`src/rv_exu_pkg.sv`:
```
// shared types for the RV64I execute stage; all widths are fixed at 64 except the 32-bit instruction
package rv_exu_pkg;

  localparam int WORD_WD = 64;
  localparam int PC_WD   = 64;
  localparam int GPR_WD  = 64;
  localparam int CSR_WD  = 64;
  localparam int INST_WD = 32;

  // major opcodes
  localparam logic [6:0] OPC_OP        = 7'b0110011;
  localparam logic [6:0] OPC_OP_IMM    = 7'b0010011;
  localparam logic [6:0] OPC_OP_32     = 7'b0111011;
  localparam logic [6:0] OPC_OP_IMM_32 = 7'b0011011;
  localparam logic [6:0] OPC_LUI       = 7'b0110111;
  localparam logic [6:0] OPC_AUIPC     = 7'b0010111;
  localparam logic [6:0] OPC_JAL       = 7'b1101111;
  localparam logic [6:0] OPC_JALR      = 7'b1100111;
  localparam logic [6:0] OPC_SYSTEM    = 7'b1110011;

  // funct3 of the integer groups
  localparam logic [2:0] F3_ADD  = 3'b000;
  localparam logic [2:0] F3_SLL  = 3'b001;
  localparam logic [2:0] F3_SLT  = 3'b010;
  localparam logic [2:0] F3_SLTU = 3'b011;
  localparam logic [2:0] F3_XOR  = 3'b100;
  localparam logic [2:0] F3_SR   = 3'b101;
  localparam logic [2:0] F3_OR   = 3'b110;
  localparam logic [2:0] F3_AND  = 3'b111;

  // SYSTEM funct3 000 holds ECALL, EBREAK and the returns
  localparam logic [2:0] F3_PRIV = 3'b000;
  localparam logic [2:0] F3_HINV = 3'b100;

  localparam logic [6:0] F7_BASE = 7'b0000000;
  localparam logic [6:0] F7_ALT  = 7'b0100000;

  localparam logic [INST_WD-1:0] INST_EBREAK = 32'h0010_0073;

  typedef struct packed {
    logic [6:0] funct7;
    logic [4:0] rs2;
    logic [4:0] rs1;
    logic [2:0] funct3;
    logic [4:0] rd;
    logic [6:0] opcode;
  } rv_r_fmt_t;

  typedef struct packed {
    logic [11:0] imm_11_0;
    logic [4:0]  rs1;
    logic [2:0]  funct3;
    logic [4:0]  rd;
    logic [6:0]  opcode;
  } rv_i_fmt_t;

  typedef struct packed {
    logic [19:0] imm_31_12;
    logic [4:0]  rd;
    logic [6:0]  opcode;
  } rv_u_fmt_t;

  typedef struct packed {
    logic        imm_20;
    logic [9:0]  imm_10_1;
    logic        imm_11;
    logic [7:0]  imm_19_12;
    logic [4:0]  rd;
    logic [6:0]  opcode;
  } rv_j_fmt_t;

  typedef struct packed {
    logic [11:0] csr_addr;
    logic [4:0]  zimm;
    logic [2:0]  funct3;
    logic [4:0]  rd;
    logic [6:0]  opcode;
  } rv_csr_fmt_t;

  typedef union packed {
    rv_r_fmt_t   r_fmt;
    rv_i_fmt_t   i_fmt;
    rv_u_fmt_t   u_fmt;
    rv_j_fmt_t   j_fmt;
    rv_csr_fmt_t csr_fmt;
  } rv_inst_u;

  typedef enum logic [4:0] {
    ALU_ADD,
    ALU_SUB,
    ALU_SLL,
    ALU_SLT,
    ALU_SLTU,
    ALU_XOR,
    ALU_SRL,
    ALU_SRA,
    ALU_OR,
    ALU_AND,
    ALU_COPY_B
  } rv_alu_op_e;

  typedef enum logic [1:0] {
    SRC2_RS2,
    SRC2_IMM,
    SRC2_FOUR,
    SRC2_CSR
  } rv_src2_e;

  typedef enum logic [3:0] {
    CSR_NONE,
    CSR_RW,
    CSR_RS,
    CSR_RC
  } rv_csr_op_e;

  typedef struct packed {
    logic       src1_pc;
    rv_src2_e   src2_sel;
    rv_alu_op_e alu_op;
    logic       word_cut;
    rv_csr_op_e csr_op;
    logic       csr_imm;
    logic       ebreak;
    logic       invalid;
  } rv_ctrl_t;

  typedef struct packed {
    logic [GPR_WD-1:0]  rs1data;
    logic [GPR_WD-1:0]  rs2data;
    logic [PC_WD-1:0]   pc;
    logic [CSR_WD-1:0]  csrrdata;
    logic [WORD_WD-1:0] imm;
  } rv_opnd_t;

  typedef struct packed {
    logic [WORD_WD-1:0] alu_result;
    logic [CSR_WD-1:0]  csr_result;
  } rv_res_t;

endpackage

```
`src/rv_alu.sv`:
```
// 64-bit integer ALU; word mode expects operands already cut to 32 bits and zero-extended
module rv_alu (
  input  logic [rv_exu_pkg::WORD_WD-1:0] i_src_a,
  input  logic [rv_exu_pkg::WORD_WD-1:0] i_src_b,
  input  rv_exu_pkg::rv_alu_op_e         i_alu_op,
  input  logic                           i_word_cut,
  output logic [rv_exu_pkg::WORD_WD-1:0] o_alu_result
);
  import rv_exu_pkg::*;

  logic [5:0]         shamt;
  logic [WORD_WD-1:0] sra_src;
  logic               lt_signed;
  logic               lt_unsigned;
  logic [WORD_WD-1:0] result;

  // 5-bit shift amount for word ops
  assign shamt = i_word_cut ? {1'b0, i_src_b[4:0]} : i_src_b[5:0];

  // sraw needs the sign of bit 31 shifted in
  assign sra_src = i_word_cut ? {{(WORD_WD-32){i_src_a[31]}}, i_src_a[31:0]} : i_src_a;

  assign lt_signed   = $signed(i_src_a) < $signed(i_src_b);
  assign lt_unsigned = i_src_a < i_src_b;

  always_comb begin
    case (i_alu_op)
      ALU_ADD:    result = i_src_a + i_src_b;
      ALU_SUB:    result = i_src_a - i_src_b;
      ALU_SLL:    result = i_src_a << shamt;
      ALU_SLT:    result = {{(WORD_WD-1){1'b0}}, lt_signed};
      ALU_SLTU:   result = {{(WORD_WD-1){1'b0}}, lt_unsigned};
      ALU_XOR:    result = i_src_a ^ i_src_b;
      ALU_SRL:    result = i_src_a >> shamt;
      ALU_SRA:    result = $unsigned($signed(sra_src) >>> shamt);
      ALU_OR:     result = i_src_a | i_src_b;
      ALU_AND:    result = i_src_a & i_src_b;
      ALU_COPY_B: result = i_src_b;
      default:    result = '0;
    endcase
  end

  // word results are sign-extended from bit 31
  assign o_alu_result = i_word_cut ? {{(WORD_WD-32){result[31]}}, result[31:0]} : result;

endmodule

```
`src/rv_csu.sv`:
```
// new CSR value for the Zicsr write, set and clear forms; no CSR address or privilege checks
module rv_csu (
  input  logic [rv_exu_pkg::WORD_WD-1:0] i_src,
  input  logic [rv_exu_pkg::CSR_WD-1:0]  i_csrrdata,
  input  rv_exu_pkg::rv_csr_op_e         i_csr_op,
  output logic [rv_exu_pkg::CSR_WD-1:0]  o_csr_result
);
  import rv_exu_pkg::*;

  logic [CSR_WD-1:0] src;

  assign src = CSR_WD'(i_src);

  always_comb begin
    case (i_csr_op)
      CSR_RW:  o_csr_result = src;
      CSR_RS:  o_csr_result = i_csrrdata | src;
      CSR_RC:  o_csr_result = i_csrrdata & ~src;
      // not a csr instruction, old value unchanged
      default: o_csr_result = i_csrrdata;
    endcase
  end

endmodule

```
`src/rv_ex_stage.sv`:
```
// one-cycle execute stage with no stall; after EBREAK or an invalid instruction only reset restarts it
module rv_ex_stage (
  input  logic                           i_clk,
  input  logic                           i_rst_n,
  input  logic                           i_valid,
  input  logic [rv_exu_pkg::INST_WD-1:0] i_inst,
  input  logic [rv_exu_pkg::PC_WD-1:0]   i_pc,
  input  logic [rv_exu_pkg::GPR_WD-1:0]  i_rs1data,
  input  logic [rv_exu_pkg::GPR_WD-1:0]  i_rs2data,
  input  logic [rv_exu_pkg::CSR_WD-1:0]  i_csrrdata,
  output logic                           o_valid,
  output logic [rv_exu_pkg::WORD_WD-1:0] o_alu_result,
  output logic [rv_exu_pkg::CSR_WD-1:0]  o_csr_result,
  output logic                           o_halt,
  output logic                           o_abort
);
  import rv_exu_pkg::*;

  rv_inst_u           inst;
  rv_ctrl_t           ctrl;
  logic [WORD_WD-1:0] imm;
  rv_opnd_t           opnd;
  rv_res_t            res;
  rv_res_t            res_q;
  logic               accept;

  assign inst = i_inst;

  rv_idu u_idu (
    .i_inst (inst),
    .o_ctrl (ctrl),
    .o_imm  (imm)
  );

  assign opnd.rs1data  = i_rs1data;
  assign opnd.rs2data  = i_rs2data;
  assign opnd.pc       = i_pc;
  assign opnd.csrrdata = i_csrrdata;
  assign opnd.imm      = imm;

  rv_exu u_exu (
    .i_ctrl (ctrl),
    .i_opnd (opnd),
    .o_res  (res)
  );

  // nothing enters once halted or aborted
  assign accept = i_valid && !o_halt && !o_abort;

  always_ff @(posedge i_clk) begin
    if (!i_rst_n) begin
      o_valid <= 1'b0;
      o_halt  <= 1'b0;
      o_abort <= 1'b0;
      res_q   <= '0;
    end else begin
      o_valid <= accept;
      if (accept) begin
        res_q <= res;
        // sticky until reset
        if (ctrl.ebreak) begin
          o_halt <= 1'b1;
        end
        if (ctrl.invalid) begin
          o_abort <= 1'b1;
        end
      end
    end
  end

  assign o_alu_result = res_q.alu_result;
  assign o_csr_result = res_q.csr_result;

endmodule

```
`src/rv_exu.sv`:
```
// combinational execute unit; the CSR source is rs1 or the zimm that the decoder puts in imm
module rv_exu (
  input  rv_exu_pkg::rv_ctrl_t i_ctrl,
  input  rv_exu_pkg::rv_opnd_t i_opnd,
  output rv_exu_pkg::rv_res_t  o_res
);
  import rv_exu_pkg::*;

  logic [WORD_WD-1:0] rs1;
  logic [WORD_WD-1:0] rs2;
  logic [WORD_WD-1:0] imm;
  logic [WORD_WD-1:0] src_a;
  logic [WORD_WD-1:0] src_b;
  logic [WORD_WD-1:0] csr_src;

  // word cut, low half zero-extended
  assign rs1 = i_ctrl.word_cut ? {{(WORD_WD-32){1'b0}}, i_opnd.rs1data[31:0]} : i_opnd.rs1data;
  assign rs2 = i_ctrl.word_cut ? {{(WORD_WD-32){1'b0}}, i_opnd.rs2data[31:0]} : i_opnd.rs2data;
  assign imm = i_ctrl.word_cut ? {{(WORD_WD-32){1'b0}}, i_opnd.imm[31:0]} : i_opnd.imm;

  assign src_a = i_ctrl.src1_pc ? WORD_WD'(i_opnd.pc) : rs1;

  always_comb begin
    case (i_ctrl.src2_sel)
      SRC2_RS2:  src_b = rs2;
      SRC2_IMM:  src_b = imm;
      SRC2_FOUR: src_b = WORD_WD'(4);
      default:   src_b = WORD_WD'(i_opnd.csrrdata);
    endcase
  end

  assign csr_src = i_ctrl.csr_imm ? i_opnd.imm : i_opnd.rs1data;

  rv_alu u_alu (
    .i_src_a      (src_a),
    .i_src_b      (src_b),
    .i_alu_op     (i_ctrl.alu_op),
    .i_word_cut   (i_ctrl.word_cut),
    .o_alu_result (o_res.alu_result)
  );

  rv_csu u_csu (
    .i_src        (csr_src),
    .i_csrrdata   (i_opnd.csrrdata),
    .i_csr_op     (i_ctrl.csr_op),
    .o_csr_result (o_res.csr_result)
  );

endmodule

```
`src/rv_idu.sv`:
```
// RV64I + Zicsr decoder; loads, stores, branches, ECALL, MRET and FENCE all decode as invalid
module rv_idu (
  input  rv_exu_pkg::rv_inst_u          i_inst,
  output rv_exu_pkg::rv_ctrl_t          o_ctrl,
  output logic [rv_exu_pkg::WORD_WD-1:0] o_imm
);
  import rv_exu_pkg::*;

  logic [WORD_WD-1:0] imm_i;
  logic [WORD_WD-1:0] imm_u;
  logic [WORD_WD-1:0] imm_j;
  logic [WORD_WD-1:0] imm_z;
  logic [2:0]         funct3;
  logic [6:0]         funct7;

  // funct3 to ALU op, alt picks SUB or SRA
  function automatic rv_alu_op_e f3_to_op(input logic [2:0] f3, input logic alt);
    rv_alu_op_e op;
    case (f3)
      F3_ADD:  op = alt ? ALU_SUB : ALU_ADD;
      F3_SLL:  op = ALU_SLL;
      F3_SLT:  op = ALU_SLT;
      F3_SLTU: op = ALU_SLTU;
      F3_XOR:  op = ALU_XOR;
      F3_SR:   op = alt ? ALU_SRA : ALU_SRL;
      F3_OR:   op = ALU_OR;
      default: op = ALU_AND;
    endcase
    return op;
  endfunction

  assign funct3 = i_inst.r_fmt.funct3;
  assign funct7 = i_inst.r_fmt.funct7;

  assign imm_i = {{(WORD_WD-12){i_inst.i_fmt.imm_11_0[11]}}, i_inst.i_fmt.imm_11_0};
  assign imm_u = {{(WORD_WD-32){i_inst.u_fmt.imm_31_12[19]}}, i_inst.u_fmt.imm_31_12, 12'b0};
  assign imm_j = {{(WORD_WD-21){i_inst.j_fmt.imm_20}}, i_inst.j_fmt.imm_20,
                  i_inst.j_fmt.imm_19_12, i_inst.j_fmt.imm_11, i_inst.j_fmt.imm_10_1, 1'b0};
  assign imm_z = {{(WORD_WD-5){1'b0}}, i_inst.csr_fmt.zimm};

  always_comb begin
    o_ctrl          = '0;
    o_ctrl.src2_sel = SRC2_RS2;
    o_ctrl.alu_op   = ALU_ADD;
    o_ctrl.csr_op   = CSR_NONE;
    o_imm           = imm_i;
    case (i_inst.r_fmt.opcode)
      OPC_OP: begin
        o_ctrl.alu_op  = f3_to_op(funct3, funct7 == F7_ALT);
        o_ctrl.invalid = !(funct7 == F7_BASE ||
                           (funct7 == F7_ALT && (funct3 == F3_ADD || funct3 == F3_SR)));
      end
      OPC_OP_32: begin
        o_ctrl.word_cut = 1'b1;
        o_ctrl.alu_op   = f3_to_op(funct3, funct7 == F7_ALT);
        o_ctrl.invalid  = !((funct3 == F3_ADD && (funct7 == F7_BASE || funct7 == F7_ALT)) ||
                            (funct3 == F3_SLL && funct7 == F7_BASE) ||
                            (funct3 == F3_SR && (funct7 == F7_BASE || funct7 == F7_ALT)));
      end
      OPC_OP_IMM: begin
        o_ctrl.src2_sel = SRC2_IMM;
        // bit 30 only means SRA for the right shift, elsewhere it is immediate
        o_ctrl.alu_op   = f3_to_op(funct3, funct3 == F3_SR && funct7[5]);
        // shifts carry a 6-bit shamt, funct6 above it
        if (funct3 == F3_SLL) begin
          o_ctrl.invalid = funct7[6:1] != 6'b000000;
        end else if (funct3 == F3_SR) begin
          o_ctrl.invalid = funct7[6:1] != 6'b000000 && funct7[6:1] != 6'b010000;
        end
      end
      OPC_OP_IMM_32: begin
        o_ctrl.src2_sel = SRC2_IMM;
        o_ctrl.word_cut = 1'b1;
        o_ctrl.alu_op   = f3_to_op(funct3, funct3 == F3_SR && funct7 == F7_ALT);
        o_ctrl.invalid  = !(funct3 == F3_ADD ||
                            (funct3 == F3_SLL && funct7 == F7_BASE) ||
                            (funct3 == F3_SR && (funct7 == F7_BASE || funct7 == F7_ALT)));
      end
      OPC_LUI: begin
        o_ctrl.src2_sel = SRC2_IMM;
        o_ctrl.alu_op   = ALU_COPY_B;
        o_imm           = imm_u;
      end
      OPC_AUIPC: begin
        o_ctrl.src1_pc  = 1'b1;
        o_ctrl.src2_sel = SRC2_IMM;
        o_imm           = imm_u;
      end
      OPC_JAL: begin
        // link value only, target is computed elsewhere
        o_ctrl.src1_pc  = 1'b1;
        o_ctrl.src2_sel = SRC2_FOUR;
        o_imm           = imm_j;
      end
      OPC_JALR: begin
        o_ctrl.src1_pc  = 1'b1;
        o_ctrl.src2_sel = SRC2_FOUR;
        o_ctrl.invalid  = funct3 != F3_ADD;
      end
      OPC_SYSTEM: begin
        if (funct3 == F3_PRIV) begin
          o_ctrl.ebreak  = i_inst == INST_EBREAK;
          o_ctrl.invalid = i_inst != INST_EBREAK;
        end else if (funct3 == F3_HINV) begin
          o_ctrl.invalid = 1'b1;
        end else begin
          // alu returns the old csr value
          o_ctrl.src2_sel = SRC2_CSR;
          o_ctrl.alu_op   = ALU_COPY_B;
          o_ctrl.csr_imm  = funct3[2];
          o_imm           = imm_z;
          case (funct3[1:0])
            2'b01:   o_ctrl.csr_op = CSR_RW;
            2'b10:   o_ctrl.csr_op = CSR_RS;
            default: o_ctrl.csr_op = CSR_RC;
          endcase
        end
      end
      default: o_ctrl.invalid = 1'b1;
    endcase
  end

endmodule

```
`config.mk`:
```
export PLATFORM = sky130hd
export DESIGN_NAME = rv_ex_stage
export DESIGN_NICKNAME = d
export VERILOG_FILES = /design/src/rv_exu_pkg.sv /design/src/rv_alu.sv /design/src/rv_csu.sv /design/src/rv_ex_stage.sv /design/src/rv_exu.sv /design/src/rv_idu.sv
export SDC_FILE = /design/constraint.sdc
export NUM_CORES = 2
export LEC_CHECK = 0
export BUFFER_PORTS_ARGS = -buffer_cell sky130_fd_sc_hd__buf_2
export CAP_MARGIN = 20
export CORE_MARGIN = 10
export CORE_UTILIZATION = 31
export CTS_BUF_LIST = sky130_fd_sc_hd__clkbuf_16
export DETAILED_ROUTE_END_ITERATION = 10
export PLACE_DENSITY_LB_ADDON = 0.15
export SYNTH_ARGS = -nofsm -noshare
export SYNTH_HDL_FRONTEND = slang
export SYNTH_SLANG_ARGS = --single-unit
```
`constraint.sdc`:
```
create_clock -name i_clk -period 7.4 [get_ports i_clk]
set_clock_uncertainty 0.1 [all_clocks]
set_input_delay 0.74 -clock i_clk [delete_from_list [all_inputs] [get_ports i_clk]]
set_output_delay 0.74 -clock i_clk [all_outputs]
set_load 0.01 [all_outputs]
```
* Word level (Yosys, flattened, before mapping)
Cells that the tools add are included.
Word-level totals: register bits 131, bits of input ports 291, output and inout port bits 131, logic and storage cells 129
Cells by class: $add $sub $neg 2, order comparisons 2, equal/unequal tests 36, shift-type cells 3, mux-type cells 39, bitwise operators 6, reductions and logical operators 36
Operator list (count):
- 64-bit one-hot mux with 11 select lines | 1
- 64-bit 2-to-1 mux | 9
- 64-bit one-hot mux with 3 select lines | 3
- 64-bit bitwise AND | 2
- 64-bit less-than comparator | 2
- 64-bit OR | 2
- 5-bit one-hot mux with 7 select lines | 3
- 64-bit adder | 1
- 64-bit NOT | 1
- 64-bit by 6-bit << shifter with 64-bit output | 1
- 64-bit by 6-bit >> shifter with 64-bit output | 1
- 64-bit by 6-bit >>> shifter with 64-bit output | 1
- 64-bit subtractor | 1
- 64-bit bitwise XOR | 1
- 32-bit by 21-bit == test with 1-bit output (second input constant) | 1
- 32-bit by 21-bit != test with 1-bit output (second input constant) | 1
- 7-bit by 6-bit == test with 1-bit output (second input constant) | 4
- 5-bit one-hot mux with 5 select lines | 1
- 7-bit by 5-bit == test with 1-bit output (second input constant) | 3
- 7-bit == test (second input constant) | 3
- 5-bit by 3-bit == test with 1-bit output (second input constant) | 4
- 5-bit by 4-bit == test with 1-bit output (second input constant) | 3
- 7-bit 2-to-1 mux | 2
- 1-bit 2-to-1 mux | 13
- other kinds (29) | 60

* Depth between registers and ports, before layout
depth after elaboration 10, depth in mapped cells 28

* Hierarchy
A second synthesis with hierarchy kept.
Unflattened totals: cell total of the unflattened synthesis 4770, area, all modules 33259.4 um2
Modules (own cells, without submodules):
- rv_alu | times used 1, cells an instance 3519, area an instance 22621.7 um2, sequential area each 0.0 um2
- rv_ex_stage | times used 1, cells an instance 564, area an instance 5193.7 um2, sequential area each 2622.5 um2
- rv_exu | times used 1, cells an instance 365, area an instance 3264.4 um2, sequential area each 0.0 um2
- rv_csu | times used 1, cells an instance 150, area an instance 1101.1 um2, sequential area each 0.0 um2
- rv_idu | times used 1, cells an instance 172, area an instance 1078.5 um2, sequential area each 0.0 um2

* Worst setup path after synthesis
Ideal clock, no wire load.
path type input-to-reg, start point in i_inst[1] (netlist bit), end point reg res_q (netlist bit o_alu_result[56]), setup time 0.080 ns, arrival 6.309 ns, required time 7.220 ns, path slack 0.911 ns, stages on the path 26, cells stage by stage buf_4 > and3b_1 > buf_2 > nand3_1 > nand2_1 > o211ai_1 > clkbuf_1 > clkbuf_1 > buf_1 > clkbuf_1 > clkbuf_1 > ha_1 > clkbuf_1 > o211ai_1 > o21ai_1 > o21ba_2 > o311a_1 > a21boi_1 > a31oi_1 > a221o_1 > a311o_1 > a311oi_1 > a21oi_1 > xnor2_1 > o221ai_1 > nor3b_1
Between the ends: word-level cells in the longest chain between the ends 9, elaborated cells on any way between the ends 51, classes of those cells add/sub: 2; eq/ne: 21; shift: 3; mux: 14; bitwise: 3; reduce/logical: 8
RTL lines:
- start, declared | line rv_ex_stage.sv:6 | input logic [rv_exu_pkg::INST_WD-1:0] i_inst,
- parallel branches: the longest is 8 deep, another holds 64-bit subtractor
- 64-bit 2-to-1 mux * | line rv_alu.sv:44 | assign o_alu_result = i_word_cut ? {{(WORD_WD-32){result[31]}}, result[31:0]} : result;
- end signal, assigned | line rv_ex_stage.sv:59 | res_q <= res;
- end, declared | line rv_ex_stage.sv:24 | rv_res_t res_q;
Every way passes the cells marked *. A chain may end at the register's enable or synchronous reset.

* Worst setup path in the final report
start point in i_inst[1] (netlist bit), end point reg res_q (netlist bit o_alu_result[58])
Same word-level chain as after synthesis.

==> key figures <==
Run status
  • Outcome: finished, violations left
  • Failing checks: negative setup slack

CTS
  • Post_cts resized: 0
  • CTS Buffer Depth: 2
  • CTS Hold Bufs: 0
  • Htree depth: 4
  • Clk root buf: clkbuf_16
  • Clock latency on the worst-skew pair: 0.55 ns
  • CTS tree: built
  • Inserted Clock Buffers: 17
  • Clk pin slew, worst setup/hold paths: 0.12 ns
  • Setup repair bufs after CTS: 0
  • Clk sinks: 131

Yosys
  • Synth warn: 0
  • Ys flop type: dfxtp_1
  • Yosys cell types: 108
  • Post-synthesis sequential area ratio: 8.42%
  • EDFF count, synth: 0
  • Flop and latch count out of synthesis: 131
  • Syn Area/Cell: 6.48 um^2
  • Synth Instances: 4,807
  • Post-Syn Area: 31,100 um^2
  • FFs w/ async S/R, synth: 0%
  • Syn nets: 5,315

Timing
  • Max-slew violations: 0
  • Max Freq: 133 MHz
  • Final Cycle Share: 101%
  • Final Worst Setup Slack: -0.0937 ns
  • Final hold vios: 0
  • Clock period minus worst slack: 7.49 ns
  • Worst-Margin Slew: 1.31 ns
  • Unrepaired setup endpoints after global routing: false
  • Fin Setup TNS: -0.0937 ns
  • Max transition margin: 10.0%
  • Final setup vio count: 1

Power and ir drop
  • Maximum vdd ir drop: 178 uV
  • Power per Cell Area: 158 nW/um^2
  • Final Total Pwr: 0.00604 W
  • Leak: 17.4 nW

Route
  • WL/cell: 42.6 um
  • Post-Route WL: 286,000 um
  • Vias/cell: 6.90
  • TritonRoute pass-1 iters: 7
  • Via count: 46.3k
  • ANT nets after route: 0
  • DR iter-0 viols: 7,980
  • Residual DRC count: 0

Worst setup path
  • Data required time of the worst path: 7.72 ns
  • Worst Setup End Kind: register
  • Crit path kind: input pin to register
  • FF-to-FF setup slack: 2.63 ns
  • Startpoint types: input pin
  • Max FO, Critical Path: 18
  • Endpoint arrival time on the critical path: 7.82 ns

Placed design
  • GPL Wtd Cong: 1.15
  • Hpwl dp: 232,000 um
  • Placed instance area: 37,500 um^2
  • Number of port buffers: 421

GRT
  • GRT overflow: 0
  • Largest net degree at the start of global routing: 118
  • Initial antenna violation count: 34
  • Number of global-route vias before repair: 42.1k
  • First-pass GRT wire length: 378,000 um
  • Total track usage: 48.1%

Die
  • Die H: 337 um
  • Initial Util: 31.2%
  • Die W: 337 um
  • Die area: 114,000 um^2
  • Site Rows: 116
  • I/O pins: 422
  • CORE AREA: 99,900 um^2

Flow run
  • Max cap viols: 0

Hold path
  • Worst Hold Class: input pin to register

Cells and area
  • Fin nets: 5,897
  • Synth-to-Final Area Change: 22.8%
  • Fin util: 38.3%
  • Layout cells sized above 1: 21.1%
  • Final instance area: 38,200 um^2
[path summary, 6_finish.rpt]
kind                    start                to  cells after the start
max reg2reg            o_halt  o_alu_result[50]                     13
min reg2reg  o_csr_result[47]  o_csr_result[47]                      1
min             i_rs1data[17]  o_csr_result[17]                      3
max                 i_inst[1]  o_alu_result[58]                     22
[layer usage]
layer	GRT usage, %	part of all wire (%)	vias to the layer above
met5	0	0.070	-
li1	-	-	18967
met4	33.9	8.9	30
met3	19.7	14	877
met2	67.5	39	4003
met1	58.6	38	22454
[registers in the layout, summed over array words and instances (netlist names)]
register,count
o_alu_result,64
o_csr_result,64
o_abort,1
o_halt,1
o_valid,1
[power by group]
part           switching, W  internal, W  total (W)
Combinational       0.00287      0.00127    0.00414
Sequential        0.0000664     0.000773   0.000840
Clock              0.000549     0.000507    0.00106
Total               0.00349      0.00255    0.00604
[metrics by stage]
step,cells,setup slack [ns],hold slack [ns]
detailed placement,6659,-0.0242,0.334
CTS,6691,0.503,0.341
global route,6704,0.0931,0.374
global placement,6658,0.238,0.330
finish,6713,-0.0937,0.345
floorplan,4807,0.911,0.372
[cell usage after synthesis, types with 86 or more instances]
cell      number  area, um^2
nor2_1       482        1810
o21ai_0      399        2000
inv_1        195         732
clkbuf_1     271        1020
ha_1         215        2690
a211oi_1      86         646
mux2i_1      295        2950
nand2_1      729        2740
dfxtp_1      131        2620
a31oi_1       96         601
a21oi_1      491        2460
[logic make-up after synthesis]
kind of cell | count (synthesis) | synth area share (%)
AO/OA/AOI/OAI | 1850 | 39.1
XOR/XNOR | 59 | 1.66
adder cells (fa/ha/maj) | 217 | 8.77
buffers and inverters | 606 | 8.24
flip-flops | 131 | 8.42
multiplexers | 357 | 12.0
AND/OR/NAND/NOR | 1587 | 21.8
[placed cells by master, fill, tap and decap left out, types with 53 or more instances in the layout]
master    synthesis  final
nand2_1         729    727
o21a_1           56     56
mux2i_1         295    295
a21o_1           56     55
ha_1            215    215
a221oi_1         62     60
o221ai_1         53     53
dfxtp_1         131    131
buf_2            45    421
a31oi_1          96     93
nor3_1           83     78
buf_4            20    524
a211oi_1         86     85
a21oi_1         491    490
nand3_1          83     81
xnor2_1          56     56
nor2_1          482    477
inv_1           195    195
o21ai_0         399    391
o211ai_1         75     75
[critical path: stages]
cell	delay [ns]
buf_2	0.20
nand4b_4	0.23
o32ai_4	0.32
buf_4	0.37
mux2i_1	0.40
inv_1	0.27
ha_1	0.33
fa_1	0.48
a211oi_1	0.28
o21ai_1	0.21
o21ba_2	0.27
o31ai_1	0.79
o2111ai_1	0.44
o21ai_0	0.28
o41ai_1	0.14
nor4b_1	0.18
and3_1	0.26
nor4_1	0.86
o221ai_1	0.32
buf_4	0.26
nand2_1	0.09
a21oi_1	0.07
[final cells by class]
class / count / area (um^2)
antenna: 13 / 32.5
clock buffer: 17 / 425
clock inverter: 15 / 171
fill: 11075 / 61600
inverter: 202 / 771
multi-input combinational: 4070 / 26200
sequential: 131 / 2620
tap: 1298 / 1620
timing repair buffer: 967 / 6430
Power figures use the tool's default switching activity.
